### config.mk
export PLATFORM = sky130hd
export DESIGN_NAME = video_top
export DESIGN_NICKNAME = d
export VERILOG_FILES = /design/src/verilog/video_pkg.sv /design/src/verilog/video_timing.sv /design/src/verilog/pixel_compose.sv /design/src/verilog/video_out.sv /design/src/verilog/video_top.sv
export SDC_FILE = /design/constraint.sdc
export NUM_CORES = 1
export LEC_CHECK = 0
export ABC_AREA = 1
export BUFFER_PORTS_ARGS = -buffer_cell sky130_fd_sc_hd__buf_4
export CAP_MARGIN = 20
export CORE_UTILIZATION = 45
export DETAILED_ROUTE_END_ITERATION = 12
export GPL_ROUTABILITY_DRIVEN = 0
export GPL_TIMING_DRIVEN = 0
export PLACE_DENSITY = 0.7
export SYNTH_ARGS = -nofsm -noshare
export SYNTH_HDL_FRONTEND = slang
export SYNTH_SLANG_ARGS = --single-unit
### constraint.sdc
create_clock -name video_clk -period 2.2 [get_ports video_clk]
set_input_delay 0.22 -clock video_clk [delete_from_list [all_inputs] [get_ports video_clk]]
set_output_delay 0.22 -clock video_clk [all_outputs]
set_load 0.02 [all_outputs]
### src/verilog/video_pkg.sv
`default_nettype none

package video_pkg;

    // coordinate width, shared by both counters
    localparam int unsigned coord_w = 12;

    typedef logic [coord_w-1:0] coord_t;

    // 800x600 at 72 Hz, 50 MHz pixel clock
    localparam coord_t h_active     = 12'd800;
    localparam coord_t h_sync_start = 12'd856;
    localparam coord_t h_sync_end   = 12'd976;
    localparam coord_t h_total      = 12'd1040;

    localparam coord_t v_active     = 12'd600;
    localparam coord_t v_sync_start = 12'd637;
    localparam coord_t v_sync_end   = 12'd643;
    localparam coord_t v_total      = 12'd666;

    // both syncs positive for this mode
    localparam logic sync_active_high = 1'b1;

    // playfield window, bounds inclusive
    localparam coord_t win_x_min = 12'd40;
    localparam coord_t win_x_max = 12'd760;
    localparam coord_t win_y_min = 12'd30;
    localparam coord_t win_y_max = 12'd570;

    // game pixel: r in [11:8], g in [7:4], b in [3:0]
    typedef logic [11:0] rgb444_t;

    // output pixel: r in [23:16], g in [15:8], b in [7:0]
    typedef logic [23:0] rgb888_t;

    // coordinate to output pixel, in video_clk cycles
    //   one cycle in pixel_compose
    //   one cycle in video_out
    localparam int unsigned pipe_latency = 2;

endpackage

`default_nettype wire

### src/verilog/video_timing.sv
`default_nettype none

module video_timing (
    input  wire             video_clk,
    input  wire             btn_rst,
    output video_pkg::coord_t hdata_o,
    output video_pkg::coord_t vdata_o,
    output logic            hsync_o,
    output logic            vsync_o,
    output logic            de_o
);

    import video_pkg::*;

    // last count of each counter before it wraps
    localparam coord_t h_last = h_total - 12'd1;
    localparam coord_t v_last = v_total - 12'd1;

    coord_t h_cnt;
    coord_t v_cnt;
    logic   h_wrap;
    logic   v_wrap;
    logic   in_hsync;
    logic   in_vsync;

    assign h_wrap = (h_cnt == h_last);
    assign v_wrap = (v_cnt == v_last);

    // pixel counter, runs every cycle
    always_ff @(posedge video_clk) begin
        if (btn_rst) begin
            h_cnt <= '0;
        end else if (h_wrap) begin
            h_cnt <= '0;
        end else begin
            h_cnt <= h_cnt + 12'd1;
        end
    end

    // line counter steps at end of each line
    always_ff @(posedge video_clk) begin
        if (btn_rst) begin
            v_cnt <= '0;
        end else if (h_wrap) begin
            if (v_wrap) begin
                v_cnt <= '0;
            end else begin
                v_cnt <= v_cnt + 12'd1;
            end
        end
    end

    // decodes straight off the counters
    always_comb begin
        in_hsync = (h_cnt >= h_sync_start) && (h_cnt < h_sync_end);
        in_vsync = (v_cnt >= v_sync_start) && (v_cnt < v_sync_end);
    end

    always_comb begin
        if (in_hsync) begin
            hsync_o = sync_active_high;
        end else begin
            hsync_o = ~sync_active_high;
        end
        if (in_vsync) begin
            vsync_o = sync_active_high;
        end else begin
            vsync_o = ~sync_active_high;
        end
    end

    assign de_o = (h_cnt < h_active) && (v_cnt < v_active); // visible area only

    assign hdata_o = h_cnt;
    assign vdata_o = v_cnt;

endmodule

`default_nettype wire

### src/verilog/pixel_compose.sv
`default_nettype none

module pixel_compose (
    input  wire                video_clk,
    input  wire                btn_rst,
    input  video_pkg::coord_t  hdata_i,
    input  video_pkg::coord_t  vdata_i,
    input  wire                start_i,
    input  wire                to_black_i,
    input  video_pkg::rgb444_t game_pixel_i,
    input  video_pkg::rgb888_t splash_pixel_i,
    output video_pkg::rgb888_t rgb_o
);

    import video_pkg::*;

    logic    game_mode;  // 0 splash, 1 game
    logic    in_window;
    logic    force_black;
    rgb888_t game_wide;
    rgb888_t pixel_next;

    // sticky until reset; position in the start cycle is still splash
    always_ff @(posedge video_clk) begin
        if (btn_rst) begin
            game_mode <= 1'b0;
        end else if (start_i) begin
            game_mode <= 1'b1;
        end
    end

    // playfield window, inclusive bounds
    always_comb begin
        in_window = (hdata_i >= win_x_min) && (hdata_i <= win_x_max)
                 && (vdata_i >= win_y_min) && (vdata_i <= win_y_max);
    end

    assign force_black = !in_window || to_black_i;

    // nibble repeat, 4'ha becomes 8'haa
    always_comb begin
        game_wide = {game_pixel_i[11:8], game_pixel_i[11:8],
                     game_pixel_i[7:4],  game_pixel_i[7:4],
                     game_pixel_i[3:0],  game_pixel_i[3:0]};
    end

    // source select
    always_comb begin
        if (!game_mode) begin
            pixel_next = splash_pixel_i;  // splash image covers the whole screen
        end else if (force_black) begin
            pixel_next = '0;
        end else begin
            pixel_next = game_wide;
        end
    end

    always_ff @(posedge video_clk) begin
        rgb_o <= pixel_next;
    end

endmodule

`default_nettype wire

### src/verilog/video_out.sv
`default_nettype none

module video_out (
    input  wire                video_clk,
    input  wire                btn_rst,
    input  video_pkg::rgb888_t rgb_i,
    input  wire                hsync_i,
    input  wire                vsync_i,
    input  wire                de_i,
    output video_pkg::rgb888_t rgb_o,
    output logic               hsync_o,
    output logic               vsync_o,
    output logic               de_o
);

    import video_pkg::*;

    // {hsync, vsync, de} per stage
    localparam int unsigned ctrl_w = 3;

    logic [ctrl_w-1:0] ctrl_q [pipe_latency];
    logic              de_aligned;

    // control follows the pixel through the whole pipe
    always_ff @(posedge video_clk) begin
        if (btn_rst) begin
            for (int i = 0; i < pipe_latency; i++) begin
                ctrl_q[i] <= '0;
            end
        end else begin
            ctrl_q[0] <= {hsync_i, vsync_i, de_i};
            for (int i = 1; i < pipe_latency; i++) begin
                ctrl_q[i] <= ctrl_q[i-1];
            end
        end
    end

    // enable that belongs to the pixel now on rgb_i
    assign de_aligned = ctrl_q[pipe_latency-2][0];

    always_ff @(posedge video_clk) begin
        if (btn_rst) begin
            rgb_o <= '0;
        end else if (de_aligned) begin
            rgb_o <= rgb_i;
        end else begin
            rgb_o <= '0;  // blanking is black
        end
    end

    assign {hsync_o, vsync_o, de_o} = ctrl_q[pipe_latency-1];

endmodule

`default_nettype wire

### src/verilog/video_top.sv
`default_nettype none

module video_top (
    input  wire                video_clk,
    input  wire                btn_rst,
    input  wire                start_i,
    input  wire                to_black_i,
    input  video_pkg::rgb444_t game_pixel_i,
    input  video_pkg::rgb888_t splash_pixel_i,
    output video_pkg::coord_t  hdata_o,
    output video_pkg::coord_t  vdata_o,
    output video_pkg::rgb888_t rgb_o,
    output logic               de_o,
    output logic               hsync_o,
    output logic               vsync_o
);

    import video_pkg::*;

    coord_t  hdata;
    coord_t  vdata;
    logic    hsync_raw;
    logic    vsync_raw;
    logic    de_raw;
    rgb888_t rgb_comp;

    // raster generator
    video_timing u_timing (
        .video_clk (video_clk),
        .btn_rst   (btn_rst),
        .hdata_o   (hdata),
        .vdata_o   (vdata),
        .hsync_o   (hsync_raw),
        .vsync_o   (vsync_raw),
        .de_o      (de_raw)
    );

    pixel_compose u_compose (
        .video_clk      (video_clk),
        .btn_rst        (btn_rst),
        .hdata_i        (hdata),
        .vdata_i        (vdata),
        .start_i        (start_i),
        .to_black_i     (to_black_i),
        .game_pixel_i   (game_pixel_i),
        .splash_pixel_i (splash_pixel_i),
        .rgb_o          (rgb_comp)
    );

    video_out u_out (
        .video_clk (video_clk),
        .btn_rst   (btn_rst),
        .rgb_i     (rgb_comp),
        .hsync_i   (hsync_raw),
        .vsync_i   (vsync_raw),
        .de_i      (de_raw),
        .rgb_o     (rgb_o),
        .hsync_o   (hsync_o),
        .vsync_o   (vsync_o),
        .de_o      (de_o)
    );

    // frame and splash sources look up their pixel from these
    assign hdata_o = hdata;
    assign vdata_o = vdata;

endmodule

`default_nettype wire

-- Word level (Yosys, flattened, before mapping)
Memories as Yosys holds them, arrays and structs flattened.
Index checks and enable logic that the tools add are counted.
- bits in read-only memories: 0
- flip-flop bits (word level): 73
- output and inout port bits: 51
- bits of input ports: 40
- bits in latches: 0
- memories: 1
- word-level logic and storage cells: 43
- bits in writable memories: 6
- memories (name ; words ; bits a word ; read ports ; clocked after memory_dff ; write ports ; line ; text):
    u_out.ctrl_q ; 2 ; 3 ; 2 ; 0 ; 2 ; video_out.sv:21 ; logic [ctrl_w-1:0] ctrl_q [pipe_latency];
- add/sub/neg operators: 2
- equal/unequal tests: 2
- $lt $le $gt $ge: 10
- mux-type cells: 10
- multiply operators: 0
- reduce and logical (&&, ||, !) cells: 10
- bitwise logic cells: 3
- divide/modulo/power cells: 0
- shift operators: 0
- operators with widths (kind ; number):
    12-bit by 10-bit < comparator with 1-bit output (second input constant) ; 4
    24-bit two-way mux ; 2
    12-bit by 1-bit adder with 12-bit output (second input constant) ; 2
    12-bit by 10-bit greater-or-equal comparator with 1-bit output (second input constant) ; 2
    12-bit by 10-bit less-or-equal comparator with 1-bit output (second input constant) ; 2
    12-bit by 10-bit == test with 1-bit output (second input constant) ; 1
    12-bit by 11-bit == test with 1-bit output (second input constant) ; 1
    12-bit by 5-bit greater-or-equal comparator with 1-bit output (second input constant) ; 1
    12-bit by 6-bit greater-or-equal comparator with 1-bit output (second input constant) ; 1
    12-bit two-way mux ; 1
    1-bit logical AND ; 6
    3-bit two-way mux ; 2
    1-bit two-way mux ; 5
    2-bit OR reduction ; 2
    1-bit OR ; 2
    1-bit zero test ; 1
    1-bit logical OR ; 1
    1-bit inverter ; 1

-- Depth between registers and ports, before layout
Gate-level depths: netlist of the first run.
- word-level depth: 8
- depth in mapped cells: 9
- gate-level depth less buffers: 9

-- By module
Synthesis of the first run repeated with hierarchy kept, for this count alone.
- cells, all modules: 502
- area, all modules: 3570.9 um^2
- by module, submodules not included (module ; times used ; cells an instance ; area each (um^2) ; sequential area each (um^2)):
    video_timing ; 1 ; 226 ; 1476.4 ; 480.5
    pixel_compose ; 1 ; 183 ; 1229.9 ; 500.5
    video_out ; 1 ; 93 ; 864.6 ; 600.6

-- Worst setup path before layout of the first run
OpenSTA, ideal clock, no wires.
- path type: register to register
- from: register u_timing.h_cnt[0], in the netlist u_timing.hdata_o[0]
- to: register u_timing.v_cnt[3], in the netlist u_timing.vdata_o[3]
- stages on the path, launching flop included: 9
- period minus slack after synthesis: 1.541 ns
- slack: 0.659 ns
- path buffers: 0
- library setup time: 0.115 ns
- required time: 2.085 ns
- data arrival time: 1.426 ns
- cell sequence: dfxtp_1 ha_1 nand3_2 nor2_2 nand2_1 nor2_2 nand2_1 xor2_1 nor2_1
- longest elaborated chain between the ends: 1
- RTL lines (what ; line ; text):
    from (decl) ; video_timing.sv:19 ; coord_t h_cnt;
    from (signal assigned) ; video_timing.sv:36 ; h_cnt <= h_cnt + 12'd1;
    12-bit by 11-bit == test with 1-bit output ; video_timing.sv:26 ; assign h_wrap = (h_cnt == h_last);
    to (signal assigned) ; video_timing.sv:48 ; v_cnt <= v_cnt + 12'd1;
    to (decl) ; video_timing.sv:20 ; coord_t v_cnt;
No other way between the ends.
A chain may end at the register's enable or synchronous reset.

-- Worst setup path in the final report of the first run
- from: register u_timing.h_cnt[0], in the netlist u_timing.hdata_o[0]
- to: register u_timing.h_cnt[7], in the netlist u_timing.hdata_o[7]
- longest elaborated chain between the ends: 2
- elaborated cells between the ends (all ways): 3
- classes of those cells: add/sub: 1; eq/ne: 1; reduce/logical: 1
- RTL lines (what):
    branches (longest 2 deep; another with 12-bit by 1-bit adder with 12-bit output)
Parallel ways; which one is timed is not known.

==> impl_metrics.prom, run 1 <==
# TYPE chip_impl_metric gauge
chip_impl_metric{name="floorplan.die.width",unit="um"} 87.9
chip_impl_metric{name="whs",unit="ns"} 0.0581
chip_impl_metric{name="syn-instance-count",unit=""} 461
chip_impl_info{name="grt_setup_unrepaired",value="false"} 1
chip_impl_metric{name="drtPass1Iterations",unit=""} 4
chip_impl_metric{name="post_cts_buffers",unit=""} 0
chip_impl_metric{name="starting_density_of_the_core",unit="%"} 47.8
chip_impl_metric{name="grt_max_degree",unit=""} 16
chip_impl_metric{name="critical_path_peak_fanout",unit=""} 10
chip_impl_metric{name="hpwl",unit="mm"} 5.74
chip_impl_info{name="worstSetupEndpointType",value="register"} 1
chip_impl_info{name="status",value="complete, no violations"} 1
chip_impl_info{name="cts_tree",value="done"} 1
chip_impl_metric{name="insertion_delay",unit="ns"} 0.35
chip_impl_metric{name="synthesis.area_per_instance",unit="sq um"} 7.20
chip_impl_metric{name="timing.slew.headroom",unit="%"} 69.6
chip_impl_metric{name="seqCellArea",unit="sq mm"} 0.00158
chip_impl_metric{name="track_usage",unit="%"} 20.8
chip_impl_metric{name="reg2reg_slack",unit="ns"} 0.52
chip_impl_metric{name="yosys_warnings",unit=""} 0
chip_impl_metric{name="power.density",unit="mW/mm^2"} 656
chip_impl_metric{name="fmaxAchievable",unit="MHz"} 597
chip_impl_metric{name="drive_gt1_share",unit="%"} 23.7
chip_impl_info{name="synth_top_area_cell",value="dfxtp_1"} 1
chip_impl_metric{name="htree_num_levels",unit=""} 3
chip_impl_metric{name="postCtsHoldBufs",unit=""} 0
chip_impl_metric{name="post_cts_resized",unit=""} 0
chip_impl_metric{name="max-cap-violations",unit=""} 0
chip_impl_metric{name="final-setup-viol-count",unit=""} 0
chip_impl_metric{name="drc",unit=""} 0
chip_impl_metric{name="antenna_violations_before_repair",unit=""} 0
chip_impl_metric{name="total_via_count_after_detailed_routing",unit=""} 3036
chip_impl_metric{name="cts_made_buffers",unit=""} 9
chip_impl_metric{name="syn_nets",unit=""} 505
chip_impl_metric{name="drt_total_wl",unit="mm"} 7.63
chip_impl_metric{name="vias_per_cell",unit=""} 4.59
chip_impl_metric{name="required",unit="ns"} 2.43
chip_impl_metric{name="setup-tns-final",unit="ns"} 0
chip_impl_metric{name="ys_ff_latch",unit=""} 79
chip_impl_info{name="critical_path.cell_chain",value="ha_1, nand3_2, nor2_2, nand2_1, nand2_2, buf_4, nor3_1"} 1
chip_impl_info{name="critical-path-slowest-cell",value="dfxtp_1"} 1
chip_impl_metric{name="antenna_cells_inserted",unit=""} 0
chip_impl_metric{name="first_global_vias",unit=""} 2678
chip_impl_metric{name="wl_per_cell",unit="um"} 11.5
chip_impl_metric{name="netlist.area_leader.share",unit="%"} 47.6
chip_impl_metric{name="unique_masters_post_synth",unit=""} 28
chip_impl_metric{name="signed_area_change_from_the_synthesized_netlist_to_the_final_layout",unit="%"} 29.8
chip_impl_metric{name="core_area",unit="sq mm"} 0.00694
chip_impl_metric{name="synthesis.area",unit="sq mm"} 0.00332
chip_impl_metric{name="worst_ep_arrival",unit="ns"} 1.91
chip_impl_metric{name="fillCellCount",unit=""} 671
chip_impl_metric{name="final_min_period_over_clock_period",unit="%"} 76.2
chip_impl_metric{name="buffer_ports.inserted",unit=""} 89
chip_impl_metric{name="rows",unit=""} 30
chip_impl_metric{name="die_area",unit="sq mm"} 0.00772
chip_impl_info{name="crit_path_start_kind",value="register"} 1
chip_impl_info{name="synth_area_leaders",value="dfxtp_1 48%, nand2_1 14%, nor2_1 9.2%"} 1
chip_impl_metric{name="multi_input_comb_area",unit="sq mm"} 0.00140
chip_impl_metric{name="grt_pass1_wl",unit="mm"} 12.3
chip_impl_metric{name="fin_worst_skew",unit="ns"} 0.0131
chip_impl_metric{name="worst_setup_hold_path_clk_slew",unit="ns"} 0.09
chip_impl_metric{name="ios",unit=""} 91
chip_impl_metric{name="detail_route.iter0.violations",unit=""} 146
chip_impl_metric{name="ir_drop",unit="mV"} 0.299
chip_impl_metric{name="overflow",unit=""} 0
chip_impl_info{name="clk_root_buffer_cell",value="clkbuf_8"} 1
chip_impl_metric{name="numClockSinks",unit=""} 79
chip_impl_metric{name="slew_violations",unit=""} 0
chip_impl_metric{name="final-hold-violation-count",unit=""} 0
chip_impl_metric{name="final_worst_path_period_need",unit="ns"} 1.68
chip_impl_info{name="min_path_type",value="in -> reg"} 1
chip_impl_info{name="timing_worst_setup_path_type",value="reg -> reg"} 1
chip_impl_metric{name="leakagePower",unit="nW"} 2.17
chip_impl_metric{name="cts.path.max_buffers",unit=""} 2
chip_impl_metric{name="synth-seq-area-share",unit="%"} 47.6
chip_impl_metric{name="tightestPinTransition",unit="ns"} 0.456
chip_impl_metric{name="critical_path.max_stage_delay",unit="ns"} 0.41
chip_impl_metric{name="design.final.nets",unit=""} 605
chip_impl_metric{name="antenna_violating_nets_post_route",unit=""} 0
chip_impl_metric{name="fp.dieH",unit="um"} 87.9
-- critical path: cells and delay by family, from the launching register on --
| kind | cells | cell delay [ns] |
|---|---|---|
| buffers and inverters | 1 | 0.20 |
| adder cells (fa/ha/maj) | 1 | 0.24 |
| AND/OR/NAND/NOR | 5 | 0.71 |
| flip-flops | 1 | 0.41 |
-- synth_stat cells --
cell and instances:
nand4_1 8, nand3_2 11, nand2_1 120, nor2_4 2, a21oi_1 11, nor3b_1 1
nor3_1 6, buf_6 2, xor2_1 7, clkinv_1 1, nor2_1 81, inv_1 74
o31ai_1 1, ha_1 4, buf_2 3, o21ai_1 1, o22ai_1 1, nand3_1 27
inv_2 1, a311oi_1 2, buf_4 1, nand3b_1 1, o21ai_0 4, nor2_2 6
or2_2 1, clkbuf_1 3, nand2_2 2, dfxtp_1 79
-- stage by stage --
stage / utilization (%) / cell area [sq um] / setup WS [ns] / power [mW] / instances
global placement: 59.2 / 4110 / 0.578 / 1.75 / 646
CTS: 62.1 / 4310 / 0.493 / 2.85 / 662
detailed placement: 59.2 / 4110 / 0.517 / 1.76 / 646
finish: 62.1 / 4310 / 0.525 / 2.83 / 662
global route: 62.1 / 4310 / 0.375 / 2.96 / 662
floorplan: - / 3320 / 0.659 / 1.65 / 461
-- sequential cells by signal, indices dropped and copies added, names as in the netlist --
| signal | cells |
|---|---|
| u_timing.vdata_o | 12 |
| u_out.rgb_o | 24 |
| u_compose.game_mode | 1 |
| u_timing.hdata_o | 12 |
| u_compose.rgb_o | 24 |
| u_out.ctrl_q | 6 |
-- routing by layer --
layer	share of wire [%]	up-vias	track usage [%]
met3	7.5	6	4.62
met2	46	96	33.2
met4	1.1	0	9.69
met5	0	-	0
li1	-	1603	-
met1	45	1331	26.8
-- final timing paths --
path,from,endpoint,depth (start not counted)
worst max-delay path,u_timing.hdata_o[0],u_timing.hdata_o[7],7
worst min-delay path,splash_pixel_i[17],u_compose.rgb_o[17],3
worst max register to register,u_timing.hdata_o[0],u_timing.hdata_o[7],7
worst min register to register,u_compose.rgb_o[3],u_out.rgb_o[3],2
-- cells by family (layout without fill, tap and decap cells) --
logic type               after synthesis  count (layout)  synth area share (%)
AO/OA/AOI/OAI                         20              20                  3.35
XOR/XNOR                               7               7                  1.85
adder cells (fa/ha/maj)                4               4                  1.51
buffers and inverters                 85             190                  10.3
flip-flops                            79              79                  47.6
AND/OR/NAND/NOR                      266             266                  35.4
-- layout make-up --
type	count	share of cell area (%)
buffer	9	1.31
clock buffer	9	2.87
clock inverter	7	1.80
inverter	76	6.62
multi-input combinational	297	32.4
sequential	79	36.7
tap	96	2.79
timing repair buffer	89	15.5
-- power breakdown --
group          internal, mW  total, mW  switching (mW)
logic                 0.103      0.220           0.117
registers              1.48       1.50          0.0188
clock network         0.540       1.11           0.565
-- layout by cell type (no fill, tap or decap) --
cell type / instances
nand2_1: 120
buf_4: 90
nor2_1: 81
dfxtp_1: 79
inv_1: 74
nand3_1: 27
a21oi_1: 11
nand3_2: 11
clkbuf_8: 9
nand4_1: 8
xor2_1: 7
nor2_2: 6
nor3_1: 6
o21ai_0: 4
ha_1: 4
clkbuf_1: 3
buf_2: 3
inv_6: 3
nand2_2: 2
nor2_4: 2
buf_6: 2
a311oi_1: 2
clkinv_2: 2
nand3b_1: 1
clkinv_1: 1
o31ai_1: 1
inv_2: 1
o21ai_1: 1
o22ai_1: 1
or2_2: 1
nor3b_1: 1
inv_8: 1
bufinv_16: 1
No activity file was read; power rests on OpenSTA's default activity.
==> run 2: changes to the inputs <==
- clock period: 2.2 -> 1.7 ns (I/O delays scaled with it)
==> run 2 against run 1 <==
Final area is 0.81% higher. Largest cell class unchanged. Global-route usage is 0.13 points higher. Largest power group unchanged. Sequential power is 29% higher. Combinational power is 30% higher. Non-clock buffer count is 1 higher. Worst setup slack worse by 0.41 ns. Critical path depth is 1 higher. Sequential share of layout area is 0.066 points lower. Clock-buffer cell count stayed put. Die area stayed put.
==> impl_metrics.prom, run 2 (same netlist as run 1, synthesis figures left out) <==
# TYPE chip_impl_metric gauge
chip_impl_metric{name="antenna_cells_inserted",unit=""} 0
chip_impl_info{name="worstHoldStart",value="splash_pixel_i[17]"} 1
chip_impl_metric{name="final-hold-violation-count",unit=""} 0
chip_impl_metric{name="worst-r2r-cell-count",unit=""} 8
chip_impl_metric{name="place_worst_setup_slack",unit="ns"} 0.0175
chip_impl_metric{name="internal_power",unit="mW"} 2.75
chip_impl_info{name="worstSetupEndpointType",value="register"} 1
chip_impl_metric{name="instances_no_fill",unit=""} 663
chip_impl_info{name="r2r_start",value="u_timing.hdata_o[1]"} 1
chip_impl_metric{name="core_area",unit="sq mm"} 0.00694
chip_impl_metric{name="drt_total_wl",unit="mm"} 7.71
chip_impl_metric{name="placed_cells",unit=""} 646
chip_impl_metric{name="grt_max_degree",unit=""} 16
chip_impl_metric{name="ios",unit=""} 91
chip_impl_metric{name="cts_made_buffers",unit=""} 9
chip_impl_info{name="timing_worst_setup_path_type",value="reg -> reg"} 1
chip_impl_metric{name="final_instance_area",unit="sq mm"} 0.00434
chip_impl_metric{name="die_area",unit="sq mm"} 0.00772
chip_impl_metric{name="track_usage",unit="%"} 20.9
chip_impl_metric{name="drtPass1Iterations",unit=""} 5
chip_impl_metric{name="final-setup-viol-count",unit=""} 0
chip_impl_metric{name="first_global_vias",unit=""} 2681
chip_impl_metric{name="drive_gt1_share",unit="%"} 25.7
chip_impl_metric{name="layout.core_utilization",unit="%"} 62.6
chip_impl_metric{name="slew_violations",unit=""} 0
chip_impl_metric{name="rows",unit=""} 30
chip_impl_metric{name="wl_per_cell",unit="um"} 11.6
chip_impl_metric{name="power.clock.fraction",unit="%"} 39.1
chip_impl_info{name="layout_common_cells",value="120 x nand2_1, 90 x buf_4, 78 x nor2_1, 74 x inv_1, 71 x dfxtp_1"} 1
chip_impl_metric{name="drc",unit=""} 0
chip_impl_metric{name="post_cts_buffers",unit=""} 0
chip_impl_metric{name="tightestPinTransition",unit="ns"} 0.469
chip_impl_metric{name="hold-path-cell-count",unit=""} 3
chip_impl_metric{name="detail_route.iter0.violations",unit=""} 171
chip_impl_metric{name="design.final.nets",unit=""} 606
chip_impl_info{name="min_path_type",value="in -> reg"} 1
chip_impl_metric{name="max-cap-violations",unit=""} 0
chip_impl_info{name="layout_commonest_cell",value="nand2_1"} 1
chip_impl_metric{name="ir_drop",unit="mV"} 0.394
chip_impl_metric{name="hpwl",unit="mm"} 5.74
chip_impl_metric{name="worst_setup_hold_path_clk_slew",unit="ns"} 0.09
chip_impl_metric{name="fp.dieH",unit="um"} 87.9
chip_impl_metric{name="final_min_period_over_clock_period",unit="%"} 93.4
chip_impl_metric{name="buffer_ports.inserted",unit=""} 89
chip_impl_metric{name="p_sw_share",unit="%"} 24.8
chip_impl_metric{name="vias_per_cell",unit=""} 4.65
chip_impl_info{name="hold_end",value="u_compose.rgb_o[17]"} 1
chip_impl_info{name="status",value="complete, no violations"} 1
chip_impl_metric{name="p_comb_share",unit="%"} 7.8
chip_impl_info{name="layout_top_registers",value="u_compose.rgb_o: 24 flops, u_out.rgb_o: 24 flops"} 1
chip_impl_metric{name="power_switching",unit="mW"} 0.909
chip_impl_metric{name="place_area",unit="sq mm"} 0.00411
chip_impl_metric{name="overflow",unit=""} 0
chip_impl_metric{name="fin_worst_skew",unit="ns"} 0.0135
chip_impl_info{name="grt_setup_unrepaired",value="false"} 1
chip_impl_metric{name="numClockSinks",unit=""} 79
chip_impl_metric{name="floorplan.die.width",unit="um"} 87.9
chip_impl_metric{name="starting_density_of_the_core",unit="%"} 47.8
chip_impl_metric{name="grt_pass1_wl",unit="mm"} 12.3
chip_impl_metric{name="worst_ep_arrival",unit="ns"} 1.84
chip_impl_metric{name="power.density",unit="mW/mm^2"} 843
chip_impl_metric{name="fmaxAchievable",unit="MHz"} 630
chip_impl_info{name="clk_root_buffer_cell",value="clkbuf_8"} 1
chip_impl_info{name="cts_tree",value="done"} 1
chip_impl_info{name="crit_path_start_kind",value="register"} 1
chip_impl_metric{name="antenna_violations_before_repair",unit=""} 0
chip_impl_metric{name="share_seq_of_total_power",unit="%"} 53.1
chip_impl_metric{name="final_worst_path_period_need",unit="ns"} 1.59
chip_impl_metric{name="signed_area_change_from_the_synthesized_netlist_to_the_final_layout",unit="%"} 30.9
chip_impl_metric{name="reg2reg_slack",unit="ns"} 0.11
chip_impl_metric{name="antenna_violating_nets_post_route",unit=""} 0
chip_impl_metric{name="htree_num_levels",unit=""} 3
chip_impl_metric{name="setup-tns-final",unit="ns"} 0
chip_impl_metric{name="required",unit="ns"} 1.95
chip_impl_metric{name="cts.path.max_buffers",unit=""} 2
chip_impl_metric{name="leakagePower",unit="nW"} 2.18
chip_impl_metric{name="timing.slew.headroom",unit="%"} 68.7
chip_impl_info{name="r2r-end",value="u_timing.vdata_o[3]"} 1
chip_impl_metric{name="total_via_count_after_detailed_routing",unit=""} 3084
chip_impl_metric{name="timing.final.ws_setup",unit="ns"} 0.112
chip_impl_metric{name="critical_path_peak_fanout",unit=""} 5
chip_impl_metric{name="insertion_delay",unit="ns"} 0.35
run 2: cell count changes in the layout (fill, tap and decap cells not counted), sizes merged:
cell,change
dlygate4sd3,+1
run 2: final cells by class:
class | instances | area (sq um)
clock buffers | 9 | 124
multi-input cells | 297 | 1410
flip-flops and latches | 79 | 1590
inverters | 76 | 285
clock inverters | 7 | 77.6
well taps | 96 | 120
fillers | 666 | 2600
plain buffers | 9 | 56.3
repair buffers | 90 | 678
run 2: what timing repair did:
action / CTS / global route
endpoints found under the setup margin: 1 / 37
hold buffers: 1 / 0
resized for setup: 1 / 12
hold endpoints to repair: 1 / 0
run 2: per-stage QoR:
stage	total power [mW]	hold WS (ns)
after detailed placement	2.27	0.371
after CTS	3.69	0.000302
after floorplan	2.13	0.280
final	3.66	0.00560
after global routing	3.83	0.00400
after global placement	2.27	0.367
run 2: routing by layer:
| layer | routed length (um) | GRT usage, % |
|---|---|---|
| met3 | 569 | 4.52 |
| met2 | 3560 | 33.5 |
| met1 | 3460 | 27.1 |
| met4 | 115 | 9.69 |
| met5 | 0 | 0 |
run 2: worst max-delay path by stage:
stage                   startpoint                  end  slack, ns  depth (start not counted)
6_report       u_timing.hdata_o[1]  u_timing.vdata_o[3]       0.11                          8
5_1_grt        u_timing.hdata_o[1]  u_timing.hdata_o[7]      0.005                          7
4_1_cts        u_timing.hdata_o[0]  u_timing.hdata_o[7]       0.02                          7
3_5_place_dp   u_timing.hdata_o[0]  u_timing.vdata_o[5]       0.02                          9
3_3_place_gp   u_timing.hdata_o[0]  u_timing.vdata_o[3]       0.08                          8
2_1_floorplan  u_timing.hdata_o[0]  u_timing.vdata_o[3]       0.16                          8
run 2: critical path, cell delays in order, from the launching register on:
cell     delay [ns]
dfxtp_1        0.39
ha_2           0.23
nand3_2        0.13
nor2_4         0.17
nand2_1        0.08
nor2_2         0.19
nand2_1        0.10
xor2_1         0.15
nor2_1         0.05
run 2: power groups by stage:
| stage | registers, mW | clock network, mW | logic, mW |
|---|---|---|---|
| floorplan | 2.02 | 0 | 0.110 |
| global placement | 1.99 | 0 | 0.282 |
| detailed placement | 1.99 | 0 | 0.285 |
| CTS | 1.94 | 1.46 | 0.289 |
| global route | 1.95 | 1.56 | 0.320 |
| finish | 1.94 | 1.43 | 0.287 |
==> run 3: changes to the inputs <==
- CELL_PAD_IN_SITES_DETAIL_PLACEMENT: default -> 0
- CELL_PAD_IN_SITES_GLOBAL_PLACEMENT: default -> 2
- CORE_UTILIZATION: 45 -> 28
- PLACE_DENSITY: 0.7 -> default
- PLACE_DENSITY_LB_ADDON: default -> 0.1
==> run 3 against run 2 <==
Clock power up 24%. Final cell count grew 7.2%. Critical endpoint is now u_timing.hdata_o[5]. Largest cell class unchanged. Global-route usage down 5.7 points. Clock skew is 0.0062 ns lower. Critical path type unchanged. Highest routed layer unchanged.
==> impl_metrics.prom, run 3 (same netlist as run 1, synthesis figures left out) <==
# TYPE chip_impl_metric gauge
chip_impl_metric{name="seqCellArea",unit="sq mm"} 0.00159
chip_impl_metric{name="buffer_ports.inserted",unit=""} 89
chip_impl_metric{name="fp.dieH",unit="um"} 111
chip_impl_metric{name="antenna_violating_nets_post_route",unit=""} 0
chip_impl_metric{name="worst_setup_hold_path_clk_slew",unit="ns"} 0.06
chip_impl_metric{name="htree_num_levels",unit=""} 3
chip_impl_metric{name="max-cap-violations",unit=""} 0
chip_impl_metric{name="final_min_period_over_clock_period",unit="%"} 90.6
chip_impl_metric{name="cts.path.max_buffers",unit=""} 2
chip_impl_metric{name="timing.slew.headroom",unit="%"} 67.7
chip_impl_metric{name="core_area",unit="sq mm"} 0.0115
chip_impl_metric{name="cts_made_buffers",unit=""} 9
chip_impl_metric{name="antenna_cells_inserted",unit=""} 0
chip_impl_metric{name="insertion_delay",unit="ns"} 0.34
chip_impl_metric{name="hpwl",unit="mm"} 6.52
chip_impl_info{name="cts_tree",value="done"} 1
chip_impl_metric{name="first_global_vias",unit=""} 2845
chip_impl_info{name="crit_path_start_kind",value="register"} 1
chip_impl_metric{name="timing.final.ws_setup",unit="ns"} 0.160
chip_impl_metric{name="grt_pass1_wl",unit="mm"} 14.3
chip_impl_metric{name="drt_total_wl",unit="mm"} 8.72
chip_impl_metric{name="rows",unit=""} 39
chip_impl_metric{name="total_via_count_after_detailed_routing",unit=""} 3060
chip_impl_info{name="layout_common_cells",value="118 x nand2_1, 92 x buf_4, 78 x nor2_1, 74 x inv_1, 72 x dfxtp_1"} 1
chip_impl_info{name="layout_commonest_cell",value="nand2_1"} 1
chip_impl_metric{name="wl_per_cell",unit="um"} 12.3
chip_impl_metric{name="leakagePower",unit="nW"} 2.21
chip_impl_metric{name="worst_ep_arrival",unit="ns"} 1.77
chip_impl_metric{name="starting_density_of_the_core",unit="%"} 28.9
chip_impl_info{name="grt_setup_unrepaired",value="false"} 1
chip_impl_metric{name="multi_input_comb_area",unit="sq mm"} 0.00142
chip_impl_metric{name="ir_drop",unit="mV"} 0.530
chip_impl_info{name="clk_root_buffer_cell",value="clkbuf_16"} 1
chip_impl_metric{name="ios",unit=""} 91
chip_impl_metric{name="grt_max_degree",unit=""} 14
chip_impl_metric{name="tightestPinTransition",unit="ns"} 0.485
chip_impl_metric{name="drtPass1Iterations",unit=""} 4
chip_impl_info{name="layout_top_registers",value="u_compose.rgb_o: 24 flops, u_out.rgb_o: 24 flops"} 1
chip_impl_metric{name="die_area",unit="sq mm"} 0.0123
chip_impl_metric{name="fin_worst_skew",unit="ns"} 0.00733
chip_impl_metric{name="power.density",unit="mW/mm^2"} 895
chip_impl_metric{name="place_worst_setup_slack",unit="ns"} -0.00995
chip_impl_metric{name="whs",unit="ns"} 0.0221
chip_impl_metric{name="fmaxAchievable",unit="MHz"} 649
chip_impl_metric{name="numClockSinks",unit=""} 79
chip_impl_metric{name="final_worst_path_period_need",unit="ns"} 1.54
chip_impl_metric{name="vias_per_cell",unit=""} 4.30
chip_impl_info{name="timing_worst_setup_path_type",value="reg -> reg"} 1
chip_impl_info{name="min_path_type",value="in -> reg"} 1
chip_impl_metric{name="required",unit="ns"} 1.93
chip_impl_metric{name="detail_route.iter0.violations",unit=""} 154
chip_impl_metric{name="slew_violations",unit=""} 0
chip_impl_metric{name="final-hold-violation-count",unit=""} 0
chip_impl_metric{name="final-setup-viol-count",unit=""} 0
chip_impl_metric{name="critical_path_peak_fanout",unit=""} 10
chip_impl_metric{name="track_usage",unit="%"} 15.2
chip_impl_metric{name="floorplan.die.width",unit="um"} 111
chip_impl_metric{name="fillCellCount",unit=""} 1239
chip_impl_metric{name="postCtsHoldBufs",unit=""} 0
chip_impl_metric{name="signed_area_change_from_the_synthesized_netlist_to_the_final_layout",unit="%"} 35.1
chip_impl_metric{name="drc",unit=""} 0
chip_impl_metric{name="overflow",unit=""} 0
chip_impl_metric{name="design.final.nets",unit=""} 607
chip_impl_metric{name="drive_gt1_share",unit="%"} 25.9
chip_impl_info{name="status",value="complete, no violations"} 1
chip_impl_metric{name="antenna_violations_before_repair",unit=""} 0
chip_impl_info{name="worstSetupEndpointType",value="register"} 1
run 3: cell types whose count changed in the layout (fill, tap and decap cells not counted), moves of 2 or more:
cell / previous run / this run
buf_4: 90 / 92
clkbuf_1: 3 / 5
clkbuf_16: 0 / 9
clkbuf_8: 9 / 0
clkinv_4: 0 / 2
inv_6: 3 / 0
nand2_1: 120 / 118
nand2_2: 2 / 4
run 3: where the power goes:
group          leakage, nW  internal [mW]  total, mW  switching [mW]
clock network        0.129          0.990       1.78           0.790
logic                 1.42          0.134      0.285           0.151
registers            0.652           1.92       1.95          0.0247
total                 2.21           3.05       4.01           0.966
run 3: worst paths after layout:
path | to | startpoint | cells past startpoint | slack, ns
hold reg to reg | u_out.ctrl_q[0][5] | u_out.ctrl_q[0][2] | 2 | 0.40
hold / removal | u_compose.rgb_o[20] | splash_pixel_i[20] | 3 | 0.02
setup / recovery | u_timing.hdata_o[5] | u_timing.hdata_o[0] | 7 | 0.16
setup reg to reg | u_timing.hdata_o[5] | u_timing.hdata_o[0] | 7 | 0.16
run 3: layout make-up:
cell class | count | area share [%]
Sequential cell | 79 | 35.5
Inverter | 76 | 6.36
Timing Repair Buffer | 91 | 15.2
Buffer | 9 | 1.26
Clock inverter | 5 | 0.781
Clock buffer | 11 | 5.19
Multi-Input combinational cell | 297 | 31.7
Tap cell | 143 | 3.99
run 3: what timing repair did:
item | in CTS | in global routing
endpoints found under the setup margin | 1 | 42
resized for setup | 1 | 14
pin swaps | 1 | 1
buffers inserted | 0 | 2
run 3: metrics by stage:
| step | power, mW | cells | area, sq um | setup TNS [ns] | utilization (%) |
|---|---|---|---|---|---|
| 2_1_floorplan | 2.13 | 461 | 3320 | 0 | - |
| 3_3_place_gp | 2.28 | 693 | 4170 | -0.0137 | 36.3 |
| 3_5_place_dp | 2.28 | 693 | 4170 | -0.00995 | 36.3 |
| 4_1_cts | 4.08 | 709 | 4440 | 0 | 38.7 |
| 5_1_grt | 4.21 | 711 | 4480 | 0 | 39.1 |
| 6_report | 4.01 | 711 | 4480 | 0 | 39.1 |
run 3: critical path, cell delays in order (launching register included):
cell and delay (ns):
dfxtp_2 0.36, ha_2 0.21, nand3_2 0.13, nor2_4 0.16
nand2_1 0.14, nand2_2 0.15, buf_4 0.22, nor2_1 0.07
run 3: layer usage:
metal / up-vias / GRT usage, % / routed length (um)
met3: 14 / 2.90 / 406
met2: 77 / 23.7 / 3990
met1: 1355 / 19.8 / 4130
met4: 0 / 8.27 / 201
li1: 1614 / - / -
met5: - / 0 / 0
